===== src/cache_pkg.sv =====
package cache_pkg;

    // Cache geometry, four ways by four sets
    localparam int NUM_WAYS = 4;
    localparam int NUM_SETS = 4;

    // Index selects one of NUM_SETS sets
    localparam int INDEX_W = 2;

    // Tag kept per entry
    localparam int TAG_W = 8;

    // Encoded way number
    localparam int WAY_W = 2;

    // Operations accepted on the request strobe
    typedef enum logic [1:0] {
        OP_LOOKUP = 2'd0,
        OP_FILL   = 2'd1,
        OP_INVAL  = 2'd2
    } tag_op_e;

endpackage

===== src/tag_lookup_top.sv =====
`timescale 1ns/10ps

module tag_lookup_top (
    input  logic                          clk,
    input  logic                          rst,
    input  logic                          op_valid,
    input  cache_pkg::tag_op_e            op,
    input  logic [cache_pkg::INDEX_W-1:0] index,
    input  logic [cache_pkg::TAG_W-1:0]   tag,
    output logic                          resp_valid,
    output cache_pkg::tag_op_e            resp_op,
    output logic                          resp_hit,
    output logic [cache_pkg::WAY_W-1:0]   resp_way,
    output logic                          resp_evict,
    output logic [cache_pkg::TAG_W-1:0]   resp_evict_tag
);

    logic [cache_pkg::NUM_WAYS-1:0]                 hit;
    logic [cache_pkg::NUM_WAYS-1:0]                 set_valid;
    logic [cache_pkg::NUM_WAYS*cache_pkg::TAG_W-1:0] stored_tag;
    logic                                           lookup_en;
    logic [cache_pkg::NUM_WAYS-1:0]                 fill_we;
    logic                                           inval_en;
    logic                                           fill_en;
    logic [cache_pkg::NUM_WAYS-1:0]                 victim;
    logic                                           evict;

    tag_fill_control u_ctrl (
        .clk       (clk),
        .rst       (rst),
        .op_valid  (op_valid),
        .op        (op),
        .index     (index),
        .hit       (hit),
        .set_valid (set_valid),
        .lookup_en (lookup_en),
        .fill_we   (fill_we),
        .inval_en  (inval_en),
        .fill_en   (fill_en),
        .victim    (victim),
        .evict     (evict)
    );

    // One tag_way per way, tags packed with way 0 in the low byte
    genvar i;
    generate
        for (i = 0; i < cache_pkg::NUM_WAYS; i = i + 1) begin : way_gen
            tag_way u_way (
                .clk        (clk),
                .rst        (rst),
                .index      (index),
                .tag        (tag),
                .fill_we    (fill_we[i]),
                .inval_en   (inval_en),
                .hit        (hit[i]),
                .set_valid  (set_valid[i]),
                .stored_tag (stored_tag[i*cache_pkg::TAG_W +: cache_pkg::TAG_W])
            );
        end
    endgenerate

    hit_resolve u_resolve (
        .clk            (clk),
        .rst            (rst),
        .lookup_en      (lookup_en),
        .fill_en        (fill_en),
        .inval_en       (inval_en),
        .evict          (evict),
        .victim         (victim),
        .hit            (hit),
        .stored_tag     (stored_tag),
        .resp_valid     (resp_valid),
        .resp_op        (resp_op),
        .resp_hit       (resp_hit),
        .resp_way       (resp_way),
        .resp_evict     (resp_evict),
        .resp_evict_tag (resp_evict_tag)
    );

endmodule


===== src/hit_resolve.sv =====
`timescale 1ns/10ps

module hit_resolve (
    input  logic                                       clk,
    input  logic                                       rst,
    input  logic                                       lookup_en,
    input  logic                                       fill_en,
    input  logic                                       inval_en,
    input  logic                                       evict,
    input  logic [cache_pkg::NUM_WAYS-1:0]             victim,
    input  logic [cache_pkg::NUM_WAYS-1:0]             hit,
    input  logic [cache_pkg::NUM_WAYS*cache_pkg::TAG_W-1:0] stored_tag,
    output logic                                       resp_valid,
    output cache_pkg::tag_op_e                         resp_op,
    output logic                                       resp_hit,
    output logic [cache_pkg::WAY_W-1:0]                resp_way,
    output logic                                       resp_evict,
    output logic [cache_pkg::TAG_W-1:0]                resp_evict_tag
);

    logic [cache_pkg::NUM_WAYS-1:0] sel_vec;
    logic [cache_pkg::WAY_W-1:0]    sel_way;
    logic [cache_pkg::TAG_W-1:0]    old_tag;
    cache_pkg::tag_op_e             next_op;

    function automatic logic [cache_pkg::WAY_W-1:0] onehot_to_way(
        input logic [cache_pkg::NUM_WAYS-1:0] vec
    );
        logic [cache_pkg::WAY_W-1:0] way;
        way = '0;
        for (int i = 0; i < cache_pkg::NUM_WAYS; i++) begin
            if (vec[i]) begin
                way = cache_pkg::WAY_W'(i);
            end
        end
        return way;
    endfunction

    // Fills report the chosen way, everything else the hitting way
    assign sel_vec = fill_en ? victim : hit;
    assign sel_way = onehot_to_way(sel_vec);

    // Tag mux by way number
    assign old_tag = stored_tag[sel_way*cache_pkg::TAG_W +: cache_pkg::TAG_W];

    always_comb begin
        if (fill_en) begin
            next_op = cache_pkg::OP_FILL;
        end else if (inval_en) begin
            next_op = cache_pkg::OP_INVAL;
        end else begin
            next_op = cache_pkg::OP_LOOKUP;
        end
    end

    always_ff @(posedge clk) begin
        if (rst) begin
            resp_valid <= 1'b0;
        end else begin
            resp_valid <= lookup_en | fill_en | inval_en;
        end
    end

    // Response payload, meaningful only while resp_valid is high
    always_ff @(posedge clk) begin
        resp_op        <= next_op;
        resp_hit       <= |hit;
        resp_way       <= sel_way;
        resp_evict     <= evict;
        resp_evict_tag <= evict ? old_tag : '0;
    end

endmodule


===== src/tag_fill_control.sv =====
`timescale 1ns/10ps

module tag_fill_control (
    input  logic                                  clk,
    input  logic                                  rst,
    input  logic                                  op_valid,
    input  cache_pkg::tag_op_e                    op,
    input  logic [cache_pkg::INDEX_W-1:0]         index,
    input  logic [cache_pkg::NUM_WAYS-1:0]        hit,
    input  logic [cache_pkg::NUM_WAYS-1:0]        set_valid,
    output logic                                  lookup_en,
    output logic [cache_pkg::NUM_WAYS-1:0]        fill_we,
    output logic                                  inval_en,
    output logic                                  fill_en,
    output logic [cache_pkg::NUM_WAYS-1:0]        victim,
    output logic                                  evict
);

    // Round-robin replacement pointer, one per set
    logic [cache_pkg::WAY_W-1:0]    rr_ptr [cache_pkg::NUM_SETS];

    logic                           any_hit;
    logic                           set_full;
    logic [cache_pkg::NUM_WAYS-1:0] free_way;
    logic [cache_pkg::NUM_WAYS-1:0] ptr_way;
    logic                           fill_miss;

    assign any_hit  = |hit;
    assign set_full = &set_valid;

    // Opcode decode, the only place op is looked at
    always_comb begin
        lookup_en = 1'b0;
        fill_en   = 1'b0;
        inval_en  = 1'b0;
        if (op_valid) begin
            case (op)
                cache_pkg::OP_LOOKUP: lookup_en = 1'b1;
                cache_pkg::OP_FILL:   fill_en   = 1'b1;
                cache_pkg::OP_INVAL:  inval_en  = 1'b1;
                default:              lookup_en = 1'b0;
            endcase
        end
    end

    // Lowest-index invalid way, zero when the set is full
    always_comb begin
        free_way = '0;
        for (int i = cache_pkg::NUM_WAYS - 1; i >= 0; i--) begin
            if (!set_valid[i]) begin
                free_way    = '0;
                free_way[i] = 1'b1;
            end
        end
    end

    assign ptr_way = {{(cache_pkg::NUM_WAYS-1){1'b0}}, 1'b1} << rr_ptr[index];

    // A fill that hits points the victim at the matching way so the
    // resolver reports it like a lookup hit
    always_comb begin
        if (any_hit) begin
            victim = hit;
        end else if (!set_full) begin
            victim = free_way;
        end else begin
            victim = ptr_way;
        end
    end

    assign fill_miss = fill_en & ~any_hit;
    assign fill_we   = fill_miss ? victim : '0;
    assign evict     = fill_miss & set_full;

    // Pointer moves only when a valid entry is replaced
    always_ff @(posedge clk) begin
        if (rst) begin
            for (int s = 0; s < cache_pkg::NUM_SETS; s++) begin
                rr_ptr[s] <= '0;
            end
        end else if (evict) begin
            rr_ptr[index] <= rr_ptr[index] + cache_pkg::WAY_W'(1);
        end
    end

endmodule


===== src/tag_way.sv =====
`timescale 1ns/10ps

module tag_way (
    input  logic                          clk,
    input  logic                          rst,
    input  logic [cache_pkg::INDEX_W-1:0] index,
    input  logic [cache_pkg::TAG_W-1:0]   tag,
    input  logic                          fill_we,
    input  logic                          inval_en,
    output logic                          hit,
    output logic                          set_valid,
    output logic [cache_pkg::TAG_W-1:0]   stored_tag
);

    // Tag array and valid bits of this way, one entry per set
    logic [cache_pkg::TAG_W-1:0] tag_mem [cache_pkg::NUM_SETS];
    logic [cache_pkg::NUM_SETS-1:0] valid_q;

    logic tag_match;

    // Read side is combinational from index
    assign stored_tag = tag_mem[index];
    assign set_valid  = valid_q[index];

    // Comparator qualified by the valid bit
    assign tag_match = (stored_tag == tag);
    assign hit       = tag_match & set_valid;

    // Tag storage
    always_ff @(posedge clk) begin
        if (fill_we) begin
            tag_mem[index] <= tag;
        end
    end

    // Valid bits, set on fill and cleared by a matching invalidate
    always_ff @(posedge clk) begin
        if (rst) begin
            valid_q <= '0;
        end else if (fill_we) begin
            valid_q[index] <= 1'b1;
        end else if (inval_en && hit) begin
            valid_q[index] <= 1'b0;
        end
    end

endmodule


===== config.mk =====
export PLATFORM = sky130hd
export DESIGN_NAME = tag_lookup_top
export DESIGN_NICKNAME = d
export VERILOG_FILES = /design/src/cache_pkg.sv /design/src/tag_lookup_top.sv /design/src/hit_resolve.sv /design/src/tag_fill_control.sv /design/src/tag_way.sv
export SDC_FILE = /design/constraint.sdc
export NUM_CORES = 1
export LEC_CHECK = 0
export BUFFER_PORTS_ARGS = -buffer_cell sky130_fd_sc_hd__buf_2
export CELL_PAD_IN_SITES_DETAIL_PLACEMENT = 0
export CELL_PAD_IN_SITES_GLOBAL_PLACEMENT = 1
export CORE_ASPECT_RATIO = 1.5
export CORE_MARGIN = 8
export CORE_UTILIZATION = 53
export CTS_CLUSTER_DIAMETER = 80
export DETAILED_ROUTE_END_ITERATION = 16
export PLACE_DENSITY = 0.78
export REMOVE_ABC_BUFFERS = 1
export SETUP_SLACK_MARGIN = 0.5
export SLEW_MARGIN = 15
export SYNTH_ARGS = -nofsm -noshare
export SYNTH_HDL_FRONTEND = slang
export SYNTH_HIERARCHICAL = 1
export SYNTH_SLANG_ARGS = --single-unit

===== constraint.sdc =====
create_clock -name clk -period 3.7 [get_ports clk]
set_input_delay 0.185 -clock clk [delete_from_list [all_inputs] [get_ports clk]]
set_output_delay 0.185 -clock clk [all_outputs]
set_load 0.02 [all_outputs]

==> impl_metrics.env, run 1 <==
export IMPL_outcome="complete, no violations"
export IMPL_nets=562
export IMPL_chipHeight_um=162.9
export IMPL_syn_area_per_cell_um2=16.61
export IMPL_seq_area_mm2=0.004705
export IMPL_die_area_mm2=0.01856
export IMPL_post_route_drc_count=0
export IMPL_post_drt_wl_per_cell_um=23.00
export IMPL_layout_cells_non_filler=748
export IMPL_fillers=1006
export IMPL_multi_input_area_mm2=0.002736
export IMPL_endpoint_kind="flip-flop"
export IMPL_power_density_mw_per_mm2=463.1
export IMPL_timing_final_crit_share_pct=83.99
export IMPL_start_util_pct=54.25
export IMPL_coreArea_mm2=0.01406
export IMPL_r2r_slack_ns=0.59
export IMPL_top_layer="met4"
export IMPL_slowest_stage="mux4_2"
export IMPL_grt_pass1_vias=4459
export IMPL_tightest_slew_ns=0.6012
export IMPL_post_route_util_pct=64.00
export IMPL_wl_um=17200
export IMPL_cp_start_kind="flip-flop"
export IMPL_cts_buffers=17
export IMPL_netlist_instances=459
export IMPL_dpl_hpwl_um=11440
export IMPL_slew_violations=0
export IMPL_vias=4454
export IMPL_ios=30
export IMPL_area_delta_synth_final_pct=17.98
export IMPL_path_max_fanout=8
export IMPL_met3_length_um=806
export IMPL_portBuffers=29
export IMPL_hold_violations=0
export IMPL_post_drt_via_cell_ratio=5.955
export IMPL_maxCapViolCount=0
export IMPL_drive_gt1_share_pct=39.21
export IMPL_path_buf_inv=3
export IMPL_drtIter0Drc=283
export IMPL_worst_ep_arrival_time_ns=3.24
export IMPL_drt_pass1_iter_count=5
export IMPL_clkLatencyLatePin_ns=0.44
export IMPL_critPathRequiredTime_ns=3.83
export IMPL_ir_drop_uv=297.8
export IMPL_power_leakage_uw=0.003107
export IMPL_rows=53
export IMPL_cts_num_sinks=167
export IMPL_hp_class="primary input to flip-flop"
export IMPL_finalSetupViolCount=0
export IMPL_fmax_mhz=321.8
export IMPL_antennaDiodeCount=0
export IMPL_syn_area_mm2=0.007626
export IMPL_dp_cells=698
export IMPL_ys_warn_count=6
export IMPL_critical_path_class="flip-flop to flip-flop"
export IMPL_cts_root_buffer_cell="clkbuf_16"
export IMPL_period_minus_slack_ns=3.108
export IMPL_grt_antenna_before_repair=0
export IMPL_finClkSkew_ns=0.01314
export IMPL_ctsLongestPathBuffers=2
export IMPL_crit_path_cell_trace="mux4_2 -> xnor2_2 -> nand4_2 -> nor3_1 -> buf_4 -> nor4_4 -> nand2_2 -> a31oi_4 -> inv_2 -> or3_4 -> clkinvlp_4"
export IMPL_tns_ns=0
export IMPL_slew_headroom_pct=59.92
export IMPL_clk_pin_slew_ns=0.07
export IMPL_gp_congestion=0.8336
export IMPL_crit_family="simple AND/OR/NAND/NOR gates"
export IMPL_grt_ovfl_total=0
export IMPL_grt_setup_unrepaired="no"
export IMPL_cp_slowest_stage_delay_ns=0.55
export IMPL_grt_pass1_wl_um=25810
export IMPL_grt_util_all_layers_pct=19.09
export IMPL_htree_levels=4
export IMPL_routed_wl_met2_um=9105
export IMPL_met1_length_um=6882
export IMPL_grt_start_max_net_pins=27
export IMPL_ctsHoldBuffers=0
export IMPL_antenna_left=0
export IMPL_fp_dieW_um=113.9
export IMPL_cts_tree="built"
what timing repair did:
action / in CTS / in global routing
gates cloned: 0 / 1
setup buffers: 5 / 12
resized for setup: 15 / 28
endpoints found under the setup margin: 66 / 88
pin swaps: 1 / 6
final timing paths:
check,from,endpoint,cells after the start
hold reg to reg,flip-flop,flip-flop,2
hold / removal,op[1],u_resolve/resp_valid,4
setup / recovery,way_gen[0].u_way/tag_mem[3][1],way_gen[0].u_way/tag_mem[0][5],11
setup reg to reg,way_gen[0].u_way/tag_mem[3][1],way_gen[0].u_way/tag_mem[0][5],11
layout make-up:
class	instances	share of cell area (%)
Sequential cell	167	52.29
Clock buffer	17	4.728
Inverter	23	1.252
Multi-Input combinational cell	252	30.41
Clock inverter	15	2.058
Timing Repair Buffer	82	6.592
Tap cell	192	2.670
registers in the layout, summed over array words and instances (netlist names), named ones only:
register and cells:
u_ctrl/rr_ptr 8, u_resolve/resp_evict 1, u_resolve/resp_evict_tag 8, u_resolve/resp_hit 1, u_resolve/resp_op 2, u_resolve/resp_valid 1
u_resolve/resp_way 2, way_gen.u_way/tag_mem 128
where the power goes:
group | switching (µW) | internal, µW | leakage (µW)
combinational | 181 | 143 | 0.00134
clock | 824 | 970 | 0.000292
sequential | 5.83 | 2040 | 0.00148
layout by cell type, fill, tap and decap left out, types with 11 or more instances in the layout:
| master | count |
|---|---|
| edfxtp_1 | 136 |
| buf_4 | 49 |
| mux4_2 | 31 |
| dfxtp_1 | 31 |
| buf_2 | 29 |
| xnor2_2 | 22 |
| a21oi_1 | 19 |
| clkbuf_16 | 17 |
| nor2_1 | 15 |
| nand2b_1 | 15 |
| inv_1 | 14 |
| nand2_1 | 12 |
| o221ai_1 | 11 |
per-stage QoR:
stage | total power (µW) | instance area, µm² | setup WS [ns] | hold WS [ns]
global placement | 2386 | 8165 | -0.02707 | 0.4434
finish | 4167 | 8997 | 0.5924 | 0.1457
floorplan | 2252 | 7460 | 0.4737 | 0.2541
detailed placement | 2391 | 8165 | -0.04045 | 0.4647
CTS | 4183 | 8846 | 0.4772 | 0.1452
global route | 4295 | 8997 | 0.4964 | 0.1697
worst min-delay path, cell delays in order:
cell and delay, ns:
buf_2 0.09, nor3b_1 0.04, nor3_1 0.16, nor2_1 0.05
routing by layer:
metal / track usage, % / up-vias
li1: - / 2010
met5: 0 / -
met2: 32.66 / 146
met3: 3.452 / 30
met4: 8.693 / 0
met1: 22.94 / 2268
(Power assumes the default switching activity.)
==> run 2: changes to the inputs <==
==> constraint.sdc (replaced) <==
create_clock -name clk -period 2.9 [get_ports clk]
set_input_delay 0.145 -clock clk [delete_from_list [all_inputs] [get_ports clk]]
set_output_delay 0.145 -clock clk [all_outputs]
set_load 0.02 [all_outputs]
==> run 2 against run 1 <==
Effect of this change: the run now ends with setup timing left; worst hold slack worse by 0.010 ns; combinational power up 57%; core utilization rose by 7.5 points; die area unchanged; global-route usage grew 2.3 points; sequential share of layout area fell by 5.5 points; final cell count is 9.4% higher; fmax is 0.48% higher; largest cell class unchanged; largest power group unchanged; highest routed layer unchanged.
==> impl_metrics.env, run 2 (same netlist as run 1, synthesis figures left out) <==
export IMPL_hp_class="primary input to flip-flop"
export IMPL_regMostFlops="way_gen.u_way/tag_mem"
export IMPL_hold_violations=0
export IMPL_fp_dieW_um=113.9
export IMPL_ios=30
export IMPL_antennaDiodeCount=0
export IMPL_grt_start_max_net_pins=24
export IMPL_ir_drop_uv=417.0
export IMPL_cts_num_sinks=167
export IMPL_hold_ws_ns=0.1355
export IMPL_cp_start_kind="flip-flop"
export IMPL_power_density_mw_per_mm2=536.0
export IMPL_start_util_pct=54.25
export IMPL_antenna_left=0
export IMPL_rr_worst_depth=14
export IMPL_tns_ns=-12.01
export IMPL_grt_setup_unrepaired="yes"
export IMPL_grt_pass1_wl_um=29250
export IMPL_r2r_start="way_gen[1].u_way/tag_mem[3][7]"
export IMPL_wl_um=19480
export IMPL_post_drt_via_cell_ratio=5.969
export IMPL_cts_root_buffer_cell="clkbuf_16"
export IMPL_tightest_slew_ns=0.5984
export IMPL_dpl_hpwl_um=12290
export IMPL_worst_ep_arrival_time_ns=3.43
export IMPL_slew_headroom_pct=60.10
export IMPL_power_leakage_uw=0.003636
export IMPL_critPathRequiredTime_ns=3.24
export IMPL_grt_util_all_layers_pct=21.37
export IMPL_reg2reg_to="u_resolve/resp_evict_tag[1]"
export IMPL_clk_pin_slew_ns=0.07
export IMPL_largest_register_ffs=128
export IMPL_nets=632
export IMPL_cts_buffers=17
export IMPL_dpl_instance_area_mm2=0.008808
export IMPL_fmax_mhz=323.3
export IMPL_htree_levels=4
export IMPL_timing_final_crit_share_pct=106.6
export IMPL_finClkSkew_ns=0.007959
export IMPL_clkLatencyLatePin_ns=0.42
export IMPL_finalWorstSetupSlack_ns=-0.1927
export IMPL_vias=4883
export IMPL_outcome="finished with violations"
export IMPL_post_route_drc_count=0
export IMPL_rows=53
export IMPL_period_minus_slack_ns=3.093
export IMPL_fin_area_mm2=0.01006
export IMPL_drtIter0Drc=384
export IMPL_die_area_mm2=0.01856
export IMPL_r2r_slack_ns=-0.19
export IMPL_endpoint_kind="flip-flop"
export IMPL_slew_violations=0
export IMPL_layout_commonest_cell="edfxtp_1"
export IMPL_drt_pass1_iter_count=5
export IMPL_drive_gt1_share_pct=53.99
export IMPL_grt_ovfl_total=0
export IMPL_path_max_fanout=8
export IMPL_maxCapViolCount=0
export IMPL_chipHeight_um=162.9
export IMPL_portBuffers=29
export IMPL_violations="setup timing"
export IMPL_grt_antenna_before_repair=0
export IMPL_critPathLaunch="way_gen[1].u_way/tag_mem[3][7]"
export IMPL_ctsLongestPathBuffers=2
export IMPL_critical_path_class="flip-flop to flip-flop"
export IMPL_grt_pass1_vias=5029
export IMPL_coreArea_mm2=0.01406
export IMPL_crit_end="u_resolve/resp_evict_tag[1]"
export IMPL_top_regs="way_gen.u_way/tag_mem: 128 flops, u_ctrl/rr_ptr: 8 flops, u_resolve/resp_evict_tag: 8 flops"
export IMPL_area_delta_synth_final_pct=31.88
export IMPL_final_cell_mix="edfxtp_1 (136), buf_4 (82), mux4_2 (33)"
export IMPL_finalSetupViolCount=109
export IMPL_place_ws_ns=-0.4801
export IMPL_cts_tree="built"
export IMPL_post_drt_wl_per_cell_um=23.82
export IMPL_gp_congestion=0.8771
==> run 2: cell count changes in the layout (fill, tap and decap cells not counted), sizes merged <==
cell	delta
buf	+70
bufinv	+1
clkinv	-2
clkinvlp	-7
inv	+8
==> run 2: worst min-delay path by stage <==
stage	from	end	cells past startpoint
after global routing	tag[5]	way_gen[2].u_way/tag_mem[2][5]	2
after floorplan	rst	flip-flop	1
final	tag[5]	way_gen[2].u_way/tag_mem[1][5]	2
after CTS	op[1]	u_resolve/resp_valid	4
after detailed placement	flip-flop	flip-flop	2
after global placement	flip-flop	flip-flop	2
==> run 2: cell type report <==
| cell class | count | area (µm²) |
|---|---|---|
| Tap cell | 192 | 240.2 |
| Clock buffer | 17 | 425.4 |
| Inverter | 23 | 101.3 |
| Sequential cell | 167 | 4705 |
| Timing Repair Buffer | 152 | 1404 |
| Clock inverter | 15 | 163.9 |
| Fill cell | 901 | 4001 |
| Multi-Input combinational cell | 252 | 3018 |
==> run 2: worst max-delay path, stage by stage, from the launching register on <==
cell and delay [ns]:
edfxtp_1 0.38, mux4_2 0.55, xnor2_2 0.20, nand2_1 0.12, nor3_2 0.24, buf_4 0.18
nor4_4 0.06, buf_4 0.13, a21o_1 0.20, nand2b_4 0.17, buf_6 0.11, mux2i_2 0.16
buf_6 0.20, o221ai_4 0.13, a21boi_2 0.18
==> run 2: timing repair <==
action,in CTS,in global routing
hold buffers,0,0
buffers inserted,14,14
setup endpoints to repair,170,172
endpoints found under the hold margin,0,0
cloned,1,0
resized for setup,98,31
pin swaps,36,12
==> run 2: report_power, final <==
group,internal (µW),switching (µW)
clock network,1290,977
registers,2610,7.83
logic,237,272
total,4130,1260
==> run 2: layer usage <==
layer  vias up  wire [µm]  GRT usage (%)
met1      2466       7767          25.77
met5         -          0              0
met3        50        951          3.823
li1       2146          -              -
met2       221      10000          36.28
met4         0        759          10.15
==> run 2: metrics by stage <==
step	power (µW)	instances	util, %
2_1_floorplan	2873	441	-
3_3_place_gp	3094	757	62.66
3_5_place_dp	3105	757	62.66
4_1_cts	5387	804	70.17
5_1_grt	5540	818	71.54
6_report	5391	818	71.54
